--- src/rtl/video_pkg.sv ---
package video_pkg;

    // Default frame geometry.
    localparam int H_ACT_DEF = 1280;          // Active pixels per line.
    localparam int V_ACT_DEF = 720;           // Active lines per frame.

    // FIFO holds one complete line at the default width.
    localparam int FIFO_AW   = 11;            // 2048 words.
    localparam int PIX_W     = 16;            // RGB565 word.

    // Error level hold time, in camera clocks.
    localparam int ERR_TICK  = 100000;

    // Camera bus layout.
    // Bits 45 down to 24 are reserved and carry nothing we use.
    localparam int PK_CLK    = 48;            // Pixel clock.
    localparam int PK_VSYNC  = 47;            // Frame start pulse.
    localparam int PK_DE     = 46;            // Active pixel strobe.
    localparam int PK_R_LSB  = 16;            // Red byte.
    localparam int PK_G_LSB  = 8;             // Green byte.
    localparam int PK_B_LSB  = 0;             // Blue byte.

endpackage : video_pkg
--- src/rtl/err_stretch.sv ---
`timescale 1ns/1ps

module err_stretch import video_pkg::*; (
    input  logic clk,
    input  logic rstn,
    input  logic trip,
    output logic err
);

    logic [$clog2(ERR_TICK + 1)-1:0] cnt;

    // Reload on every trip, count down once it is gone.
    always_ff @(posedge clk or negedge rstn) begin
        if (!rstn) begin
            cnt <= '0;
        end else if (trip) begin
            cnt <= $bits(cnt)'(ERR_TICK);
        end else if (cnt != '0) begin
            cnt <= cnt - 1'b1;
        end
    end

    assign err = (cnt != '0);                 // Held for ERR_TICK clocks after trip.

endmodule : err_stretch

--- config.mk ---
export PLATFORM = sky130hd
export DESIGN_NAME = err_stretch
export DESIGN_NICKNAME = d
export VERILOG_FILES = /design/src/rtl/video_pkg.sv /design/src/rtl/err_stretch.sv
export SDC_FILE = /design/constraint.sdc
export NUM_CORES = 1
export LEC_CHECK = 0
export BUFFER_PORTS_ARGS = -buffer_cell sky130_fd_sc_hd__buf_4
export CAP_MARGIN = 20
export CORE_AREA = 2 2 46 48
export CTS_BUF_LIST = sky130_fd_sc_hd__clkbuf_4
export DETAILED_ROUTE_END_ITERATION = 6
export DIE_AREA = 0 0 48 50
export PLACE_DENSITY = 0.68
export SETUP_SLACK_MARGIN = 0.02
export SLEW_MARGIN = 20
export SYNTH_ARGS = -nofsm -noshare
export SYNTH_HDL_FRONTEND = slang
export SYNTH_SLANG_ARGS = --single-unit
--- constraint.sdc ---
create_clock -name clk -period 3.2 [get_ports clk]
set_input_delay 0.64 -clock clk [delete_from_list [all_inputs] [get_ports clk]]
set_output_delay 0.64 -clock clk [all_outputs]
set_load 0.02 [all_outputs]
==> qor.yml, run 1 <==
worstPathArrival_ps: 1850
worst_pin_slew_ps: 574
r2r_setup_slack_ps: 770
critPathBufInv: 2
p_leak_nw: 0.401
cp-start-kind: "flip-flop"
post_cts_resize_count: 0
portBuffers: 3
cpPeakStageDelay_ps: 510
synth_top_area_share_pct: 43.4
pin_count: 4
synth_enable_flop_cells: 0
worst_slack_ps: 711
grt_pass1_wl_um: 3730
antenna_found_initial: 0
initial_core_util_pct: 51.6
firstDrtPassIters: 4
yosys_warnings: 0
hold_viol: 0
nets: 117
h-tree-depth: 1
viasPerCell: 6.31
worst-setup-path-type: "flip-flop to output pin"
cts-root-buf: "clkbuf_4"
outcome: "finished clean"
postSynthAreaPerCell_um2: 9.25
hpwl_um: 1500
worstPathCellList: "inv_1 > ha_1 > nor3b_1 > nand3_1 > buf_4"
post_drt_wl_per_cell_um: 15.2
yosysSeqAreaShare_pct: 43.4
crit_family: "simple AND/OR/NAND/NOR gates"
powerDensity_mw_per_mm2: 418
grt_max_degree: 21
maxSlewViolCount: 0
syn-num-nets: 110
period_minus_slack_ps: 2490
area_delta_synth_final_pct: 8.80
synth_area_leader_cell: "dfrtp_1"
final_area_mm2: 0.00107
synth_area_leaders: "dfrtp_1 (43%), nor3_1 (5.1%), nor2_1 (3.8%), nand2_1 (3.4%), a21oi_1 (3.1%)"
grt_usage_pct: 21.3
yosysMostFrequentCell: "dfrtp_1"
async_flop_share_pct: 100
yosys.cell_types.count: 37
grt_pass1_vias: 857
critPathRequiredTime_ps: 2560
synthTopCellsByCount: "dfrtp_1 (17), nor2_1 (10), nor3_1 (10), nand2_1 (9), a21oi_1 (6)"
insertion_delay_ps: 290
cp_max_fo: 5
end_kind: "output pin"
fmax_mhz: 402
coreArea_mm2: 0.00190
biggestRegsByFlops: "cnt: 17 flops"
cts_buffers: 3
clockBufferDepth: 2
finalWeightedCongestion: 0.866
rows: 16
regMostFlops: "cnt"
place_area_mm2: 0.00104
pre_cts_ws_ps: 794
largest_reg_flops: 17
ir_worst_vdd_mv: 0.211
slowest_stage: "nor3b_1"
cts_tree: "done"
hold_path_class: "primary input to async pin"
clkSlewWorstSetupHoldPaths_ps: 90
holdWs_ps: 197
dieArea_mm2: 0.00240
grt_overflow_total: 0
tns_ps: 0
drive_above_1_share_pct: 13.4
min_period_over_period_pct: 77.8
finalClockSkew_ps: 0.772
die_h_um: 50
ys_dominant_reg_cell: "dfrtp_1"
ant_nets: 0
cap_viol_max_count: 0
ys_seq_elements: 17
n_antenna_cell: 0
wirelength_um: 2110
drc_errors: 0
synthCells: 106
first_iter_violations: 22
setup_violations: 0
postCtsSetupRepairBufs: 0
die_w_um: 48
routed-via-count: 877
cts_hold_buf: 0
rsz0062_at_grt: "false"
slew_headroom_pct: 61.6
synth_area_um2: 981
numClockSinks: 17
## report_power, final
group,internal (mW),switching [mW]
combinational,0.0299,0.0420
clock,0.0570,0.0647
sequential,0.229,0.0230
total,0.316,0.130
## worst paths after layout
| path | to | start | cells past startpoint |
|---|---|---|---|
| worst max register to register | cnt[14]$_DFFE_PN0P_ | cnt[0]$_DFFE_PN0P_ | 6 |
| worst max-delay path | err | cnt[0]$_DFFE_PN0P_ | 5 |
| max in group asynchronous | cnt[14]$_DFFE_PN0P_ | rstn | 1 |
| worst min-delay path | cnt[0]$_DFFE_PN0P_ | rstn | 1 |
| min in group clk | cnt[16]$_DFFE_PN0P_ | cnt[16]$_DFFE_PN0P_ | 2 |
| worst min register to register | cnt[16]$_DFFE_PN0P_ | cnt[16]$_DFFE_PN0P_ | 2 |
## per-stage QoR
step,std cells,util (%),power [mW]
4_1_cts,139,56.1,0.452
5_1_grt,139,56.1,0.473
3_5_place_dp,135,54.5,0.329
2_1_floorplan,106,-,0.306
6_report,139,56.1,0.446
3_3_place_gp,135,54.5,0.326
## layout make-up
type                            instances  area, um^2
Fill cell                             185         835
Clock buffer                            4        30.0
Sequential cell                        17         425
Tap cell                               27        33.8
Inverter                                4        15.0
Multi-Input combinational cell         83         533
Timing Repair Buffer                    4        30.0
## placed cells by master, fill, tap and decap left out, types with 2 or more instances in the layout
master	instances
dfrtp_1	17
nor3_1	10
nor2_1	10
nand2_1	9
a21oi_1	6
inv_1	4
nor4_1	4
clkbuf_4	4
buf_4	4
or3_1	3
nand3_1	3
o21ai_0	3
o31ai_1	3
and3_1	2
a31oi_1	2
o311ai_0	2
nor2b_1	2
mux2_2	2
and4_1	2
a211oi_1	2
## layer usage
metal	GRT usage, %	vias up	part of all wire (%)
met5	0	-	0
met2	34.2	20	50
met3	2.20	5	4.5
met1	28.4	428	44
met4	8.56	0	1.7
li1	-	424	-
## cell families (layout without fill, tap and decap cells)
| logic type | after synthesis | in the layout | synth area share [%] |
|---|---|---|---|
| AND/OR/NAND/NOR | 57 | 57 | 34.7 |
| multiplexers | 3 | 3 | 3.32 |
| AO/OA/AOI/OAI | 22 | 22 | 15.1 |
| adder cells (fa/ha/maj) | 1 | 1 | 1.28 |
| buffers and inverters | 6 | 12 | 2.30 |
| flip-flops | 17 | 17 | 43.4 |
(Power assumes the default switching activity.)
==> run 2, diff against run 1 <==
--- a/config.mk
+++ b/config.mk
@@ -11,7 +11,7 @@
 export CTS_BUF_LIST = sky130_fd_sc_hd__clkbuf_4
 export DETAILED_ROUTE_END_ITERATION = 6
 export DIE_AREA = 0 0 48 50
-export PLACE_DENSITY = 0.68
+export PLACE_DENSITY = 0.7
 export SETUP_SLACK_MARGIN = 0.02
 export SLEW_MARGIN = 20
 export SYNTH_ARGS = -nofsm -noshare
==> constraint.sdc (replaced) <==
create_clock -name clk -period 2 [get_ports clk]
set_input_delay 0.4 -clock clk [delete_from_list [all_inputs] [get_ports clk]]
set_output_delay 0.4 -clock clk [all_outputs]
set_load 0.02 [all_outputs]
==> qor.yml, run 2 (synthesis gave the netlist of run 1 again) <==
cp-start-kind: "flip-flop"
rsz0062_at_grt: "true"
worst_slack_ps: -35.0  # -746 ps
finalClockSkew_ps: 2.47  # +1.70 ps
drive_above_1_share_pct: 34.6  # +21 points
coreArea_mm2: 0.00190  # unchanged
hold_path_class: "primary input to flip-flop"
end_kind: "flip-flop"
worstPathArrival_ps: 2220  # +370 ps
place_area_mm2: 0.00114  # +10%
drc_errors: 0  # unchanged
rows: 16  # unchanged
cts_tree: "done"
cts_buffers: 3  # unchanged
hpwl_um: 1660  # +10%
violations: "setup timing"
cts-root-buf: "clkbuf_4"
p_leak_nw: 0.514  # +28%
nFillCells: 152  # -18%
finalWeightedCongestion: 0.915  # +5.6%
numClockSinks: 17  # unchanged
post-place-cells: 149  # +10%
antenna_found_initial: 0  # unchanged
die_h_um: 50  # unchanged
hold_depth: 2
grt_pass1_vias: 896  # +4.6%
first_iter_violations: 25  # +14%
grt_usage_pct: 23.3  # +2.0 points
biggestRegsByFlops: "cnt: 17 flops"
fmax_mhz: 491
grt_max_degree: 21  # unchanged
period_minus_slack_ps: 2030
routed-via-count: 946  # +7.9%
ir_worst_vdd_mv: 0.617  # +190%
pin_count: 4  # unchanged
initial_core_util_pct: 51.6  # unchanged
firstDrtPassIters: 4  # unchanged
viasPerCell: 5.91  # -6.3%
wirelength_um: 2340  # +11%
r2r_cells: 4  # -2
post_drt_wl_per_cell_um: 14.6  # -3.5%
maxSlewViolCount: 0  # unchanged
cp_max_fo: 4  # -1
largest_reg_flops: 17  # unchanged
dieArea_mm2: 0.00240  # unchanged
cap_viol_max_count: 0  # unchanged
final_area_mm2: 0.00131  # +22%
final_cells: 160  # +15%
ant_nets: 0  # unchanged
clkSlewWorstSetupHoldPaths_ps: 100  # about the same
layout_common_cells: "buf_4 (22), dfrtp_1 (16), nor2_1 (10)"
clockBufferDepth: 2  # unchanged
h-tree-depth: 1  # unchanged
n_antenna_cell: 0  # unchanged
regMostFlops: "cnt"
grt_pass1_wl_um: 3990  # +6.9%
powerDensity_mw_per_mm2: 605  # +45%
area_delta_synth_final_pct: 33.0
die_w_um: 48  # unchanged
min_period_over_period_pct: 102
grt_overflow_total: 0  # unchanged
portBuffers: 3  # unchanged
critPathRequiredTime_ps: 2190  # -370 ps
slew_headroom_pct: 68.7  # +7.1 points
hold_viol: 0  # unchanged
worst-setup-path-type: "flip-flop to flip-flop"
setup_violations: 1  # +1
final_common_cell: "buf_4"
insertion_delay_ps: 290  # about the same
outcome: "finished with violations"
nets: 138  # +18%
worst_pin_slew_ps: 458  # -116 ps
[run 2: changes by cell type in the layout (fill, tap and decap cells not counted), sizes merged]
cell,delta
dlygate4sd3,+1
buf,+20
[run 2: per-layer routing]
metal  up-vias  wire (um)  GRT usage [%]  part of all wire (%)
li1        464          -              -                     -
met1       453       1130           33.9                    48
met2        24       1080           34.2                    46
met3         5         94           4.03                   4.0
met4         0         40           8.11                   1.7
met5         -          0              0                     0
[run 2: path summary, 6_finish.rpt]
path	startpoint	endpoint	slack [ps]
max in group asynchronous	rstn	cnt[7]$_DFFE_PN0P_	1300
min reg2reg	cnt[16]$_DFFE_PN0P_	cnt[16]$_DFFE_PN0P_	570
min in group asynchronous	rstn	cnt[10]$_DFFE_PN0P_	490
min	trip	cnt[12]$_DFFE_PN0P_	400
max reg2reg	cnt[0]$_DFFE_PN0P_	cnt[13]$_DFFE_PN0P_	-30
max	cnt[0]$_DFFE_PN0P_	cnt[13]$_DFFE_PN0P_	-30
[run 2: worst max-delay path: stages (launching register included)]
cell,delay (ps)
dfrtp_1,420
or4_4,550
or3b_4,400
nor4b_4,230
mux2_4,330
[run 2: cell type report]
type                            instances  area (um^2)  area share (%)
Multi-Input combinational cell         83          602            46.1
Tap cell                               27         33.8            2.59
Inverter                                4         15.0            1.15
Timing Repair Buffer                   25          198            15.1
Sequential cell                        17          427            32.7
Clock buffer                            4         30.0            2.30
[run 2: through the flow]
step           setup TNS [ps]  utilization, %  hold slack (ps)  total power [mW]  setup slack, ps
6_report                -35.0            68.6              404             0.790            -35.0
4_1_cts                 -50.4            66.1              406             0.785            -50.4
5_1_grt                  -134            68.6              422             0.834            -87.0
3_3_place_gp                0            60.1              276             0.556             1.05
3_5_place_dp            -39.2            60.1              277             0.563            -39.2
2_1_floorplan               0               -              104             0.489             20.1
[run 2: report_power, final]
group	internal, mW	switching, mW	total (mW)	leakage [nW]
clock	0.0912	0.109	0.200	0.0184
sequential	0.367	0.0282	0.395	0.201
combinational	0.0965	0.0979	0.194	0.295
[run 2: what timing repair did]
action / in CTS / in global routing
hold buffers: 1 / 0
hold endpoints to repair: 17 / 0
pin swaps: 0 / 4
gates resized for setup: 12 / 5
setup buffers: 3 / 3
setup endpoints to repair: 2 / 3
==> run 3, diff against run 2 <==
--- a/config.mk
+++ b/config.mk
@@ -5,13 +5,13 @@
 export SDC_FILE = /design/constraint.sdc
 export NUM_CORES = 1
 export LEC_CHECK = 0
-export BUFFER_PORTS_ARGS = -buffer_cell sky130_fd_sc_hd__buf_4
 export CAP_MARGIN = 20
 export CORE_AREA = 2 2 46 48
 export CTS_BUF_LIST = sky130_fd_sc_hd__clkbuf_4
 export DETAILED_ROUTE_END_ITERATION = 6
 export DIE_AREA = 0 0 48 50
-export PLACE_DENSITY = 0.7
+export DONT_BUFFER_PORTS = 1
+export PLACE_DENSITY = 0.76
 export SETUP_SLACK_MARGIN = 0.02
 export SLEW_MARGIN = 20
 export SYNTH_ARGS = -nofsm -noshare
==> constraint.sdc (replaced) <==
create_clock -name clk -period 1.65 [get_ports clk]
set_input_delay 0.33 -clock clk [delete_from_list [all_inputs] [get_ports clk]]
set_output_delay 0.33 -clock clk [all_outputs]
set_load 0.02 [all_outputs]
==> qor.yml, run 3 (synthesis gave the netlist of run 1 again) <==
outcome: "finished with violations"
violations: "setup timing"
grt_pass1_vias: 1047  # +17%
antenna_found_initial: 0  # unchanged
maxSlewViolCount: 0  # unchanged
min_period_over_period_pct: 121  # +20 points
end_kind: "flip-flop"
cap_viol_max_count: 0  # unchanged
firstDrtPassIters: 4  # unchanged
p_leak_nw: 0.609  # +19%
drc_errors: 0  # unchanged
ir_worst_vdd_mv: 0.631  # +2.2%
worst-setup-path-type: "flip-flop to flip-flop"
worst_pin_slew_ps: 836  # +378 ps
grt_max_degree: 21  # unchanged
cts_buffers: 3  # unchanged
worstPathArrival_ps: 2210  # about the same
first_iter_violations: 47  # +88%
clkSlewWorstSetupHoldPaths_ps: 110  # about the same
grt_overflow_total: 0  # unchanged
clockBufferDepth: 2  # unchanged
regMostFlops: "cnt"
coreArea_mm2: 0.00190  # unchanged
nets: 148  # +7.2%
period_minus_slack_ps: 2000  # -32.3 ps
final_common_cell: "buf_4"
wirelength_um: 3250  # +39%
combPwrFrac_pct: 29.4  # +4.8 points
drive_above_1_share_pct: 49.7  # +15 points
cts-root-buf: "clkbuf_4"
initial_core_util_pct: 51.6  # unchanged
seqPwrFrac_pct: 46.9  # -3.1 points
ant_nets: 0  # unchanged
fmax_mhz: 499  # +1.6%
p_sw_mw: 0.341  # +45%
finalWeightedCongestion: 0.844  # -7.7%
nFillCells: 94  # -38%
area_delta_synth_final_pct: 58.4
cpPeakStageDelay_ps: 540  # about the same
h-tree-depth: 1  # unchanged
grt_usage_pct: 28.6  # +5.2 points
rows: 16  # unchanged
intPower_mw: 0.680  # +23%
hpwl_um: 1890  # +14%
die_h_um: 50  # unchanged
portBuffers: 0  # -3
grt_pass1_wl_um: 4710  # +18%
p_sw_share_pct: 33.4  # +3.6 points
setup_violations: 13  # +12
critPathRequiredTime_ps: 1850  # -340 ps
worst_slack_ps: -353  # -318 ps
cp_max_fo: 2  # -2
worstPathCellList: "or4_4 > or3b_4 > nor4b_4 > mux2_4"
viasPerCell: 6.25  # +5.7%
n_antenna_cell: 0  # unchanged
numClockSinks: 17  # unchanged
place_area_mm2: 0.00126  # +10%
clkPwrFrac_pct: 23.7  # -1.7 points
cp-start-kind: "flip-flop"
dieArea_mm2: 0.00240  # unchanged
slew_headroom_pct: 44.1  # -25 points
die_w_um: 48  # unchanged
powerDensity_mw_per_mm2: 657  # +8.5%
layout_common_cells: "buf_4 (29), dfrtp_1 (17), nor2_1 (9), nand2_1 (9), nor3_1 (6)"
pin_count: 4  # unchanged
largest_reg_flops: 17  # unchanged
post_drt_wl_per_cell_um: 19.1  # +31%
routed-via-count: 1062  # +12%
rsz0062_at_grt: "true"
final_area_mm2: 0.00155  # +19%
cts_tree: "done"
biggestRegsByFlops: "cnt: 17 flops"
hold_path_class: "primary input to flip-flop"
slowest_stage: "or4_4"
utilization_pct: 81.7  # +13 points
insertion_delay_ps: 310  # +20 ps
finalClockSkew_ps: 4.57  # +2.10 ps
hold_viol: 0  # unchanged
## run 3: cell types whose count changed in the layout (fill, tap and decap cells not counted), sizes merged
cell	delta
clkinv	+1
buf	+10
clkbuf	-1
## run 3: cell type report
type                            instances  area, um^2  area share, %
Timing Repair Buffer                   35         284           18.3
Clock buffer                            3        22.5           1.45
Inverter                                4        20.0           1.29
Tap cell                               27        33.8           2.17
Sequential cell                        17         425           27.4
Clock inverter                          1        5.00          0.322
Multi-Input combinational cell         83         763           49.1
## run 3: critical path, delay by kind of cell, from the launching register on
family	cells	cell delay (ps)
flip-flops	1	390
multiplexers	1	320
AND/OR/NAND/NOR	3	1190
## run 3: layer usage
metal | vias up | global-route usage [%] | share of wire [%] | wire length [um]
li1 | 482 | - | - | -
met1 | 527 | 35.5 | 42 | 1350
met2 | 45 | 46.0 | 52 | 1690
met3 | 8 | 3.66 | 3.9 | 128
met4 | 0 | 14.9 | 2.6 | 83
met5 | - | 0 | 0 | 0
## run 3: worst paths after layout
check / start / end / slack, ps / cells past startpoint
worst max-delay path: cnt[0]$_DFFE_PN0P_ / cnt[13]$_DFFE_PN0P_ / -350 / 4
worst min-delay path: trip / cnt[4]$_DFFE_PN0P_ / 60 / 1
worst max register to register: cnt[0]$_DFFE_PN0P_ / cnt[13]$_DFFE_PN0P_ / -350 / 4
worst min register to register: cnt[16]$_DFFE_PN0P_ / cnt[16]$_DFFE_PN0P_ / 610 / 2
max in group asynchronous: rstn / cnt[9]$_DFFE_PN0P_ / 580 / 1
min in group asynchronous: rstn / cnt[2]$_DFFE_PN0P_ / 550 / 1
## run 3: power groups by stage
| stage | clock, mW | sequential (mW) | combinational [mW] |
|---|---|---|---|
| 6_report | 0.242 | 0.478 | 0.300 |
| 5_1_grt | 0.261 | 0.482 | 0.324 |
| 4_1_cts | 0.235 | 0.474 | 0.261 |
| 3_5_place_dp | 0 | 0.481 | 0.223 |
| 3_3_place_gp | 0 | 0.480 | 0.213 |
| 2_1_floorplan | 0 | 0.489 | 0.108 |
## run 3: metrics by stage
stage / setup TNS [ps] / setup slack, ps / hold slack (ps) / power (mW) / instances
5_1_grt: -3230 / -393 / 51.9 / 1.07 / 170
6_report: -2250 / -353 / 61.8 / 1.02 / 170
3_5_place_dp: -2120 / -346 / 34.8 / 0.704 / 163
4_1_cts: -2070 / -359 / 69.9 / 0.970 / 168
2_1_floorplan: -798 / -330 / 34.4 / 0.597 / 106
3_3_place_gp: -1530 / -320 / 34.8 / 0.693 / 163
## run 3: timing repair
action / 4_1_cts / 5_1_grt
pin swaps: 3 / 9
gates resized for setup: 26 / 25
endpoints found under the setup margin: 16 / 18
buffers inserted: 0 / 2
endpoints found under the hold margin: 17 / 0
hold buffers: 1 / 0
